`src/disp_pkg.sv`:
```
package disp_pkg;

    localparam int DISP_CHARS = 16; // hex characters per frame.
    localparam int STATUS_W = 64;

    // command bytes go out with dc low.
    typedef enum logic [7:0]
    {
        DISP_HOME = 8'h02
    } disp_op_e;

    typedef enum logic [1:0]
    {
        SC_IDLE,
        SC_CMD,
        SC_CHAR,
        SC_WAIT
    } scan_state_e;

endpackage

```
`src/spi_pkg.sv`:
```
package spi_pkg;

    localparam int SPI_ADDR_W = 16; // host address width.
    localparam int DATA_W = 8;

    // first byte of every SPI transfer.
    typedef enum logic [7:0]
    {
        SPI_WRITE = 8'h00,
        SPI_READ  = 8'h01
    } spi_cmd_e;

    typedef enum logic [2:0]
    {
        ST_CMD,
        ST_ADDR_HI,
        ST_ADDR_LO,
        ST_DATA,
        ST_IGNORE // waits for csn after an unknown command.
    } spi_state_e;

endpackage
```
`src/disp_if.sv`:
```
`timescale 1ns/100ps

interface disp_if ();
    logic       start;   // one-cycle pulse while busy is low.
    logic [7:0] tx_byte;
    logic       dc;      // low for commands.
    logic       busy;

    modport source (output start, output tx_byte, output dc, input busy);
    modport sink (input start, input tx_byte, input dc, output busy);

endinterface

```
`src/mem_if.sv`:
```
`timescale 1ns/100ps

interface mem_if
    import spi_pkg::*;
();
    logic                  wr;    // one-cycle write strobe.
    logic                  rd;    // one-cycle read strobe.
    logic [SPI_ADDR_W-1:0] addr;
    logic [DATA_W-1:0]     wdata;
    logic [DATA_W-1:0]     rdata; // valid the cycle after rd.

    modport master (output wr, output rd, output addr, output wdata, input rdata);
    modport ram (input wr, input rd, input addr, input wdata, output rdata);

endinterface

```
`src/spi_ram_hex_top.sv`:
```
`timescale 1ns/100ps

module spi_ram_hex_top
    import disp_pkg::*;
#(
    parameter int ADDR_BITS = 8
)
(
    input  logic clk,
    input  logic arst_n,
    input  logic csn,
    input  logic sclk,
    input  logic mosi,
    output logic miso,
    output logic oled_csn,
    output logic oled_clk,
    output logic oled_mosi,
    output logic oled_dc
);
    logic [STATUS_W-1:0] status;

    mem_if  mem_bus ();
    disp_if disp_bus ();

    spi_slave spi_slave_i
    (
        .clk    (clk),
        .arst_n (arst_n),
        .csn    (csn),
        .sclk   (sclk),
        .mosi   (mosi),
        .miso   (miso),
        .mem    (mem_bus.master)
    );

    byte_ram
    #(
        .ADDR_BITS (ADDR_BITS)
    )
    byte_ram_i
    (
        .clk    (clk),
        .arst_n (arst_n),
        .mem    (mem_bus.ram),
        .status (status)
    );

    hex_scanner hex_scanner_i
    (
        .clk    (clk),
        .arst_n (arst_n),
        .status (status),
        .disp   (disp_bus.source)
    );

    oled_serializer oled_serializer_i
    (
        .clk       (clk),
        .arst_n    (arst_n),
        .disp      (disp_bus.sink),
        .oled_csn  (oled_csn),
        .oled_clk  (oled_clk),
        .oled_mosi (oled_mosi),
        .oled_dc   (oled_dc)
    );

endmodule

```
`src/oled_serializer.sv`:
```
`timescale 1ns/100ps

module oled_serializer
(
    input  logic clk,
    input  logic arst_n,
    disp_if.sink disp,
    output logic oled_csn,
    output logic oled_clk,
    output logic oled_mosi,
    output logic oled_dc
);
    logic [3:0] phase; // two steps per bit.
    logic       busy_q;
    logic [7:0] shreg;
    logic       dc_q;
    logic       last;

    assign last = (phase == 4'd15);

    always_ff @(posedge clk or negedge arst_n)
    begin
        if (!arst_n)
        begin
            busy_q   <= 1'b0;
            oled_csn <= 1'b1;
            oled_clk <= 1'b0;
            phase    <= '0;
        end
        else if (!busy_q)
        begin
            if (disp.start)
            begin
                busy_q   <= 1'b1;
                oled_csn <= 1'b0;
                oled_clk <= 1'b0;
                phase    <= '0;
            end
        end
        else if (last)
        begin
            busy_q   <= 1'b0; // last rising edge just passed.
            oled_csn <= 1'b1;
            oled_clk <= 1'b0;
        end
        else
        begin
            phase    <= phase + 1'b1;
            oled_clk <= ~oled_clk;
        end
    end

    always_ff @(posedge clk)
    begin
        if (disp.start && !busy_q)
        begin
            shreg <= disp.tx_byte;
            dc_q  <= disp.dc;
        end
        else if (busy_q && oled_clk && !last)
            shreg <= {shreg[6:0], 1'b0}; // next bit as the clock falls.
    end

    assign disp.busy = busy_q;
    assign oled_mosi = shreg[7];
    assign oled_dc   = dc_q;

endmodule

```
`src/hex_scanner.sv`:
```
`timescale 1ns/100ps

module hex_scanner
    import disp_pkg::*;
(
    input  logic                clk,
    input  logic                arst_n,
    input  logic [STATUS_W-1:0] status,
    disp_if.source              disp
);
    localparam int CNT_W = $clog2(DISP_CHARS + 1);
    localparam int NIB_W = $clog2(DISP_CHARS);

    scan_state_e         state;
    logic [STATUS_W-1:0] snap;
    logic [CNT_W-1:0]    chars_left;
    logic [NIB_W-1:0]    nib_idx;
    logic [3:0]          nibble;
    logic [7:0]          ascii;
    logic                start_q;
    logic [7:0]          byte_q;
    logic                dc_q;
    logic                idle;

    assign nib_idx = NIB_W'(chars_left - 1'b1); // most significant nibble first.
    assign nibble  = snap[{nib_idx, 2'b00} +: 4];
    assign ascii   = (nibble < 4'd10) ? 8'h30 + {4'h0, nibble} : 8'h37 + {4'h0, nibble};
    assign idle    = !disp.busy && !start_q; // busy only rises a cycle after start.

    always_ff @(posedge clk or negedge arst_n)
    begin
        if (!arst_n)
        begin
            state      <= SC_IDLE;
            snap       <= '0;
            chars_left <= '0;
            start_q    <= 1'b0;
            byte_q     <= '0;
            dc_q       <= 1'b0;
        end
        else
        begin
            start_q <= 1'b0;
            case (state)
                SC_IDLE:
                begin
                    snap  <= status;
                    state <= SC_CMD;
                end
                SC_CMD:
                    if (idle)
                    begin
                        start_q    <= 1'b1;
                        byte_q     <= DISP_HOME;
                        dc_q       <= 1'b0;
                        chars_left <= CNT_W'(DISP_CHARS);
                        state      <= SC_CHAR;
                    end
                SC_CHAR:
                    if (idle)
                    begin
                        start_q    <= 1'b1;
                        byte_q     <= ascii;
                        dc_q       <= 1'b1;
                        chars_left <= chars_left - 1'b1;
                        if (chars_left == CNT_W'(1))
                            state <= SC_WAIT;
                    end
                default:
                    if (idle)
                    begin
                        snap  <= status; // frozen for the whole next frame.
                        state <= SC_CMD;
                    end
            endcase
        end
    end

    assign disp.start   = start_q;
    assign disp.tx_byte = byte_q;
    assign disp.dc      = dc_q;

endmodule

```
`src/byte_ram.sv`:
```
`timescale 1ns/100ps

module byte_ram
    import spi_pkg::*;
    import disp_pkg::*;
#(
    parameter int ADDR_BITS = 8
)
(
    input  logic                clk,
    input  logic                arst_n,
    mem_if.ram                  mem,
    output logic [STATUS_W-1:0] status
);
    localparam int DEPTH    = 2 ** ADDR_BITS;
    localparam int SHADOW_N = 6; // bytes 0 to 5 shown on the display.

    logic [DATA_W-1:0]     ram [DEPTH];
    logic [DATA_W-1:0]     rdata_q;
    logic [DATA_W-1:0]     shadow [SHADOW_N];
    logic [SPI_ADDR_W-1:0] last_addr;
    logic [ADDR_BITS-1:0]  idx;

    assign idx = mem.addr[ADDR_BITS-1:0]; // upper address bits alias.

    always_ff @(posedge clk)
    begin
        if (mem.wr)
            ram[idx] <= mem.wdata;
        if (mem.rd)
            rdata_q <= ram[idx];
    end

    assign mem.rdata = rdata_q;

    // copies of the low bytes feed the status word without a read port.
    always_ff @(posedge clk or negedge arst_n)
    begin
        if (!arst_n)
        begin
            last_addr <= '0;
            for (int i = 0; i < SHADOW_N; i++)
                shadow[i] <= '0;
        end
        else if (mem.wr)
        begin
            last_addr <= mem.addr;
            for (int i = 0; i < SHADOW_N; i++)
                if (idx == ADDR_BITS'(i))
                    shadow[i] <= mem.wdata;
        end
    end

    always_comb
    begin
        status[SPI_ADDR_W-1:0] = last_addr;
        for (int i = 0; i < SHADOW_N; i++)
            status[SPI_ADDR_W + DATA_W*i +: DATA_W] = shadow[i];
    end

endmodule

```
`src/spi_slave.sv`:
```
`timescale 1ns/100ps

module spi_slave
    import spi_pkg::*;
(
    input  logic  clk,
    input  logic  arst_n,
    input  logic  csn,
    input  logic  sclk,
    input  logic  mosi,
    output logic  miso,
    mem_if.master mem
);
    localparam int BIT_W = $clog2(DATA_W);

    logic [2:0]            sclk_q;
    logic [1:0]            mosi_q;
    logic [1:0]            csn_q;
    logic                  sclk_rise;
    logic                  sclk_fall;
    logic                  csn_s;
    logic [BIT_W-1:0]      bit_cnt;
    logic [DATA_W-1:0]     rx_shift;
    logic [DATA_W-1:0]     rx_byte;
    logic                  byte_done;
    logic [DATA_W-1:0]     tx_shift;
    spi_state_e            state;
    logic                  read_mode;
    logic [SPI_ADDR_W-1:0] addr_q;
    logic [DATA_W-1:0]     wdata_q;
    logic                  wr_q;
    logic                  rd_q;
    logic                  rd_d;

    always_ff @(posedge clk or negedge arst_n)
    begin
        if (!arst_n)
        begin
            sclk_q <= '0;
            mosi_q <= '0;
            csn_q  <= 2'b11; // deselected.
        end
        else
        begin
            sclk_q <= {sclk_q[1:0], sclk};
            mosi_q <= {mosi_q[0], mosi};
            csn_q  <= {csn_q[0], csn};
        end
    end

    assign sclk_rise = sclk_q[1] & ~sclk_q[2];
    assign sclk_fall = ~sclk_q[1] & sclk_q[2];
    assign csn_s     = csn_q[1];
    assign rx_byte   = {rx_shift[DATA_W-2:0], mosi_q[1]};
    assign byte_done = sclk_rise && (bit_cnt == BIT_W'(DATA_W - 1)) && !csn_s;

    always_ff @(posedge clk or negedge arst_n)
    begin
        if (!arst_n)
        begin
            state     <= ST_CMD;
            bit_cnt   <= '0;
            rx_shift  <= '0;
            tx_shift  <= '0;
            miso      <= 1'b0;
            read_mode <= 1'b0;
            addr_q    <= '0;
            wdata_q   <= '0;
            wr_q      <= 1'b0;
            rd_q      <= 1'b0;
            rd_d      <= 1'b0;
        end
        else
        begin
            wr_q <= 1'b0;
            rd_q <= 1'b0;
            rd_d <= rd_q;
            if (csn_s)
            begin
                state    <= ST_CMD;
                bit_cnt  <= '0;
                tx_shift <= '0;
                miso     <= 1'b0;
            end
            else
            begin
                if (sclk_rise)
                begin
                    rx_shift <= rx_byte;
                    bit_cnt  <= bit_cnt + 1'b1;
                end
                if (sclk_fall)
                begin
                    miso     <= tx_shift[DATA_W-1];
                    tx_shift <= {tx_shift[DATA_W-2:0], 1'b0};
                end
                if (rd_d)
                begin
                    tx_shift <= mem.rdata; // prefetched byte for the next slot.
                    addr_q   <= addr_q + 1'b1;
                end
                if (wr_q)
                    addr_q <= addr_q + 1'b1;
                if (byte_done)
                begin
                    case (state)
                        ST_CMD:
                        begin
                            case (rx_byte)
                                SPI_WRITE:
                                begin
                                    read_mode <= 1'b0;
                                    state     <= ST_ADDR_HI;
                                end
                                SPI_READ:
                                begin
                                    read_mode <= 1'b1;
                                    state     <= ST_ADDR_HI;
                                end
                                default: state <= ST_IGNORE;
                            endcase
                        end
                        ST_ADDR_HI:
                        begin
                            addr_q[SPI_ADDR_W-1:8] <= rx_byte;
                            state                  <= ST_ADDR_LO;
                        end
                        ST_ADDR_LO:
                        begin
                            addr_q[7:0] <= rx_byte;
                            rd_q        <= read_mode;
                            state       <= ST_DATA;
                        end
                        ST_DATA:
                        begin
                            if (read_mode)
                                rd_q <= 1'b1;
                            else
                            begin
                                wdata_q <= rx_byte;
                                wr_q    <= 1'b1;
                            end
                        end
                        default: ; // stays ignored until csn rises.
                    endcase
                end
            end
        end
    end

    assign mem.wr    = wr_q;
    assign mem.rd    = rd_q;
    assign mem.addr  = addr_q;
    assign mem.wdata = wdata_q;

endmodule

```
`config.mk`:
```
export PLATFORM = sky130hd
export DESIGN_NAME = spi_ram_hex_top
export DESIGN_NICKNAME = d
export VERILOG_FILES = /design/src/disp_pkg.sv /design/src/spi_pkg.sv /design/src/disp_if.sv /design/src/mem_if.sv /design/src/spi_ram_hex_top.sv /design/src/oled_serializer.sv /design/src/hex_scanner.sv /design/src/byte_ram.sv /design/src/spi_slave.sv
export SDC_FILE = /design/constraint.sdc
export NUM_CORES = 2
export LEC_CHECK = 0
export ABC_AREA = 1
export CORE_UTILIZATION = 55
export DETAILED_ROUTE_END_ITERATION = 16
export DONT_BUFFER_PORTS = 1
export PLACE_DENSITY_LB_ADDON = 0.15
export SETUP_SLACK_MARGIN = 0.02
export SLEW_MARGIN = 20
export SYNTH_ARGS = -nofsm -noshare
export SYNTH_HDL_FRONTEND = slang
export SYNTH_SLANG_ARGS = --single-unit
```
`constraint.sdc`:
```
create_clock -name clk -period 4.73 [get_ports clk]
set_input_delay 0.2365 -clock clk [delete_from_list [all_inputs] [get_ports clk]]
set_output_delay 0.2365 -clock clk [all_outputs]
set_load 0.02 [all_outputs]
```
==> results.tsv <==
metric	value	unit
CP Buf/Inv Count	2	
via count	63800	
# DRC	0	
Worst-path clk slew	0.06	ns
Mapped Cells	8997	
crit end category	flip-flop	
Yosys reg bits	2273	
I/O Pins	10	
Worst R2R Start	spi_slave_i.mem.addr[0]	
DP Area	97400	sq um
# setup viols final	0	
delay-heaviest family, CP	simple AND/OR/NAND/NOR gates	
core area	172000	sq um
die area	174000	sq um
GRT busiest layer	met2	
CTS root buf	clkbuf_16	
Peak VDD IR	0.357	mV
Final GP Congestion	0.914	
worst min path class	reg -> reg	
Post-CTS Setup Bufs	0	
worst skew pair latency	0.85	ns
Power Density	377	nW/um^2
Post-synth ARST share	0.0915	
Die X	417	um
Post-DP HPWL	141000	um
critical path's most frequent cell	nand2_1	
Synth Area per Inst	10.5	sq um
FILL cells	13700	
reg2reg setup slack	0.82	ns
worst-case hold slack	0.357	ns
port buffer count	0	
first-pass GRT wire length	380000	um
area added between synthesis and finish	10.5	%
Post-synth EDFFs	2065	
Sink Count	2273	
Nets	8902	
share of layout cells above drive strength 1	0.0558	
part of the Yosys area used for sequential elements	0.708	
max incr delay on CP	0.86	ns
Post-Route Skew	0.0280	ns
CTS tree	built	
cell count after placement	11000	
CTS max path bufs	3	
Global Route Usage Sum	0.291	
startpoint types	flip-flop	
CP max stage cell	nor2_1	
Finished Layout Cells	11400	
fmax	0.256	GHz
Routed WL	253000	um
Num CTS Buffers	226	
Max Cap Viol	0	
R2R depth	14	
DR iter-0 viols	7477	
syn nets	9016	
crit path cell chain	inv_8, buf_12, nand2_1, nand2_1, nand2_1, o21ai_0, nand2_1, nand2_1, nor2_1, nor2_1, nor2_1, nand2_1, nor2_1, nand3_1	
GR Util met2	0.456	
Initial Util	0.553	
synth warn	0	
area of the mapped netlist	94900	sq um
WS Path Type	reg -> reg	
most frequent cells in the layout	nand2_1 (2,578), edfxtp_1 (2,065), nor2_1 (1,687), o21ai_0 (900), inv_1 (545)	
Distinct cells, synth	42	
most common cell after layout, fill and taps aside	nand2_1	
DR pass1 iterations	6	
violated checks	antenna violations	
largest net degree at the start of global routing	209	
vias in the first global route	60900	
Row Count	152	
RSZ-0062 raised after global routing	false	
met3 usage	0.0483	
design area	105000	sq um
Routed Antenna Nets	1	
GRT overflow	0	
setup_tns	0	ns
Final Hold Fails	0	
Avg WL per Cell	22.2	um
Max Fanout on Critical Path	142	
M1 GR Usage	0.413	
static leakage	42.4	nW
Arrival @ worst endpoint	4.61	ns
Vias/cell	5.60	
Worst slew margin	0.142	
fin crit share	0.826	
Die Ht	417	um
initial antenna violation count	8	
fin crit period	3.91	ns
Worst EP required	5.43	ns
H-Tree Depth	4	
Worst Hold Endpoint	spi_slave_i.mosi_q[1]	
Hold Startpoint	spi_slave_i.mosi_q[0]	
Crit. path cell count	14	
reg2reg end	byte_ram_i.mem.rdata[5]	
outcome	complete, but fails checks	
Max Slew Vio Count	0	
Worst-Margin Slew	1.29	ns
prevailing post-synth register cell	edfxtp_1	
WHS Path Cells	0	
[worst max-delay path by stage]
stage                             start                 endpoint  slack [ns]
3_5_place_dp    spi_slave_i.mem.addr[0]  byte_ram_i.mem.rdata[5]        1.05
2_1_floorplan  spi_slave_i.mem.wdata[0]     byte_ram_i.ram[0][0]        0.64
5_1_grt         spi_slave_i.mem.addr[0]  byte_ram_i.mem.rdata[5]        0.70
3_3_place_gp    spi_slave_i.mem.addr[0]  byte_ram_i.mem.rdata[5]        1.04
4_1_cts         spi_slave_i.mem.addr[0]  byte_ram_i.mem.rdata[5]        1.01
6_report        spi_slave_i.mem.addr[0]  byte_ram_i.mem.rdata[5]        0.82
[worst reg2reg max path: stages (launching register included)]
cell     delay [ns]
dfrtp_4        0.61
inv_8          0.55
buf_12         0.55
nand2_1        0.29
nand2_1        0.09
nand2_1        0.04
o21ai_0        0.08
nand2_1        0.06
nand2_1        0.07
nor2_1         0.05
nor2_1         0.86
nor2_1         0.13
nand2_1        0.22
nor2_1         0.10
nand3_1        0.08
[logic make-up (layout without fill, tap and decap cells)]
family	after synthesis	count (layout)	share of synthesized area
adders and majority gates	14	14	0.00185
buffers and inverters	1041	1122	0.0443
other	0	9	0
and+or+nand+nor	4518	4518	0.183
muxes	8	8	0.000936
DFF	2273	2273	0.708
AOI/OAI and AO/OA	1135	1135	0.0612
xor gates and xnor gates	8	8	0.000739
[power by group]
part	total [mW]	switching, mW	internal (mW)
clock network	17.8	7.61	10.2
logic	0.124	0.0930	0.0308
registers	21.6	0.0285	21.6
[sequential cells by signal, indices dropped and copies added, names as in the netlist, 4 cells and up]
register / flops
spi_slave_i.mem.wdata: 8
spi_slave_i.rx_shift: 7
hex_scanner_i.disp.tx_byte: 7
hex_scanner_i.snap: 64
hex_scanner_i.chars_left: 5
spi_slave_i.tx_shift: 8
byte_ram_i.ram: 2048
byte_ram_i.last_addr: 16
byte_ram_i.status: 48
byte_ram_i.mem.rdata: 8
oled_serializer_i.shreg: 8
oled_serializer_i.phase: 4
spi_slave_i.mem.addr: 16
[layer usage]
metal,up-vias,wire [um],share of wire
li1,29600,-,-
met2,2732,117000,0.46
met1,31000,105000,0.41
met4,0,8930,0.035
met3,473,22200,0.088
met5,-,0,0
[cells in the mapped netlist, types with 3 or more instances]
cell      instances  area, sq um
buf_6             3         33.8
edfxtp_1       2065        62000
o21ai_1         150          751
nor3_1            5         25.0
clkbuf_1        226          848
nor2_2            5         31.3
mux2_2            7         78.8
inv_2             4         15.0
clkinv_1          6         22.5
buf_2           192          961
a21oi_1          26          130
a31oi_1           3         18.8
o21ai_0         900         4500
nor2_4            3         33.8
inv_1           547         2050
dfstp_2           3         78.8
buf_4             8         60.1
xor2_1            7         61.3
nand2_1        2582         9690
ha_1             14          175
buf_1            54          203
dfrtp_1         205         5130
o211ai_1         15          113
nor2_1         1695         6360
nand4_1          12         75.1
o22ai_1          23          144
nand3_1         212         1060
o31ai_1           9         67.6
o221ai_1          3         26.3
[repair_timing]
| action | in CTS | in global routing |
|---|---|---|
| resized for setup | 0 | 0 |
| endpoints found under the hold margin | 211 | 22 |
| hold buffers | 8 | 1 |
| endpoints found under the setup margin | 0 | 0 |
[metrics by stage]
stage,total power [mW],setup slack (ns),utilization
floorplan,22.1,0.638,-
detailed placement,22.1,1.05,0.567
global route,40.5,0.703,0.611
global placement,22.1,1.04,0.567
CTS,39.7,1.01,0.611
finish,39.6,0.822,0.611
[final cells by class]
class	instances	area, sq um	area share
clock inverters	143	1320	0.0126
inverters	557	2110	0.0201
multi-input cells	5683	23500	0.224
diodes	9	22.5	0.000215
flip-flops and latches	2273	67300	0.642
clock buffers	280	6000	0.0572
well taps	2310	2890	0.0276
repair buffers	142	1720	0.0164
(Power assumes the default switching activity.)
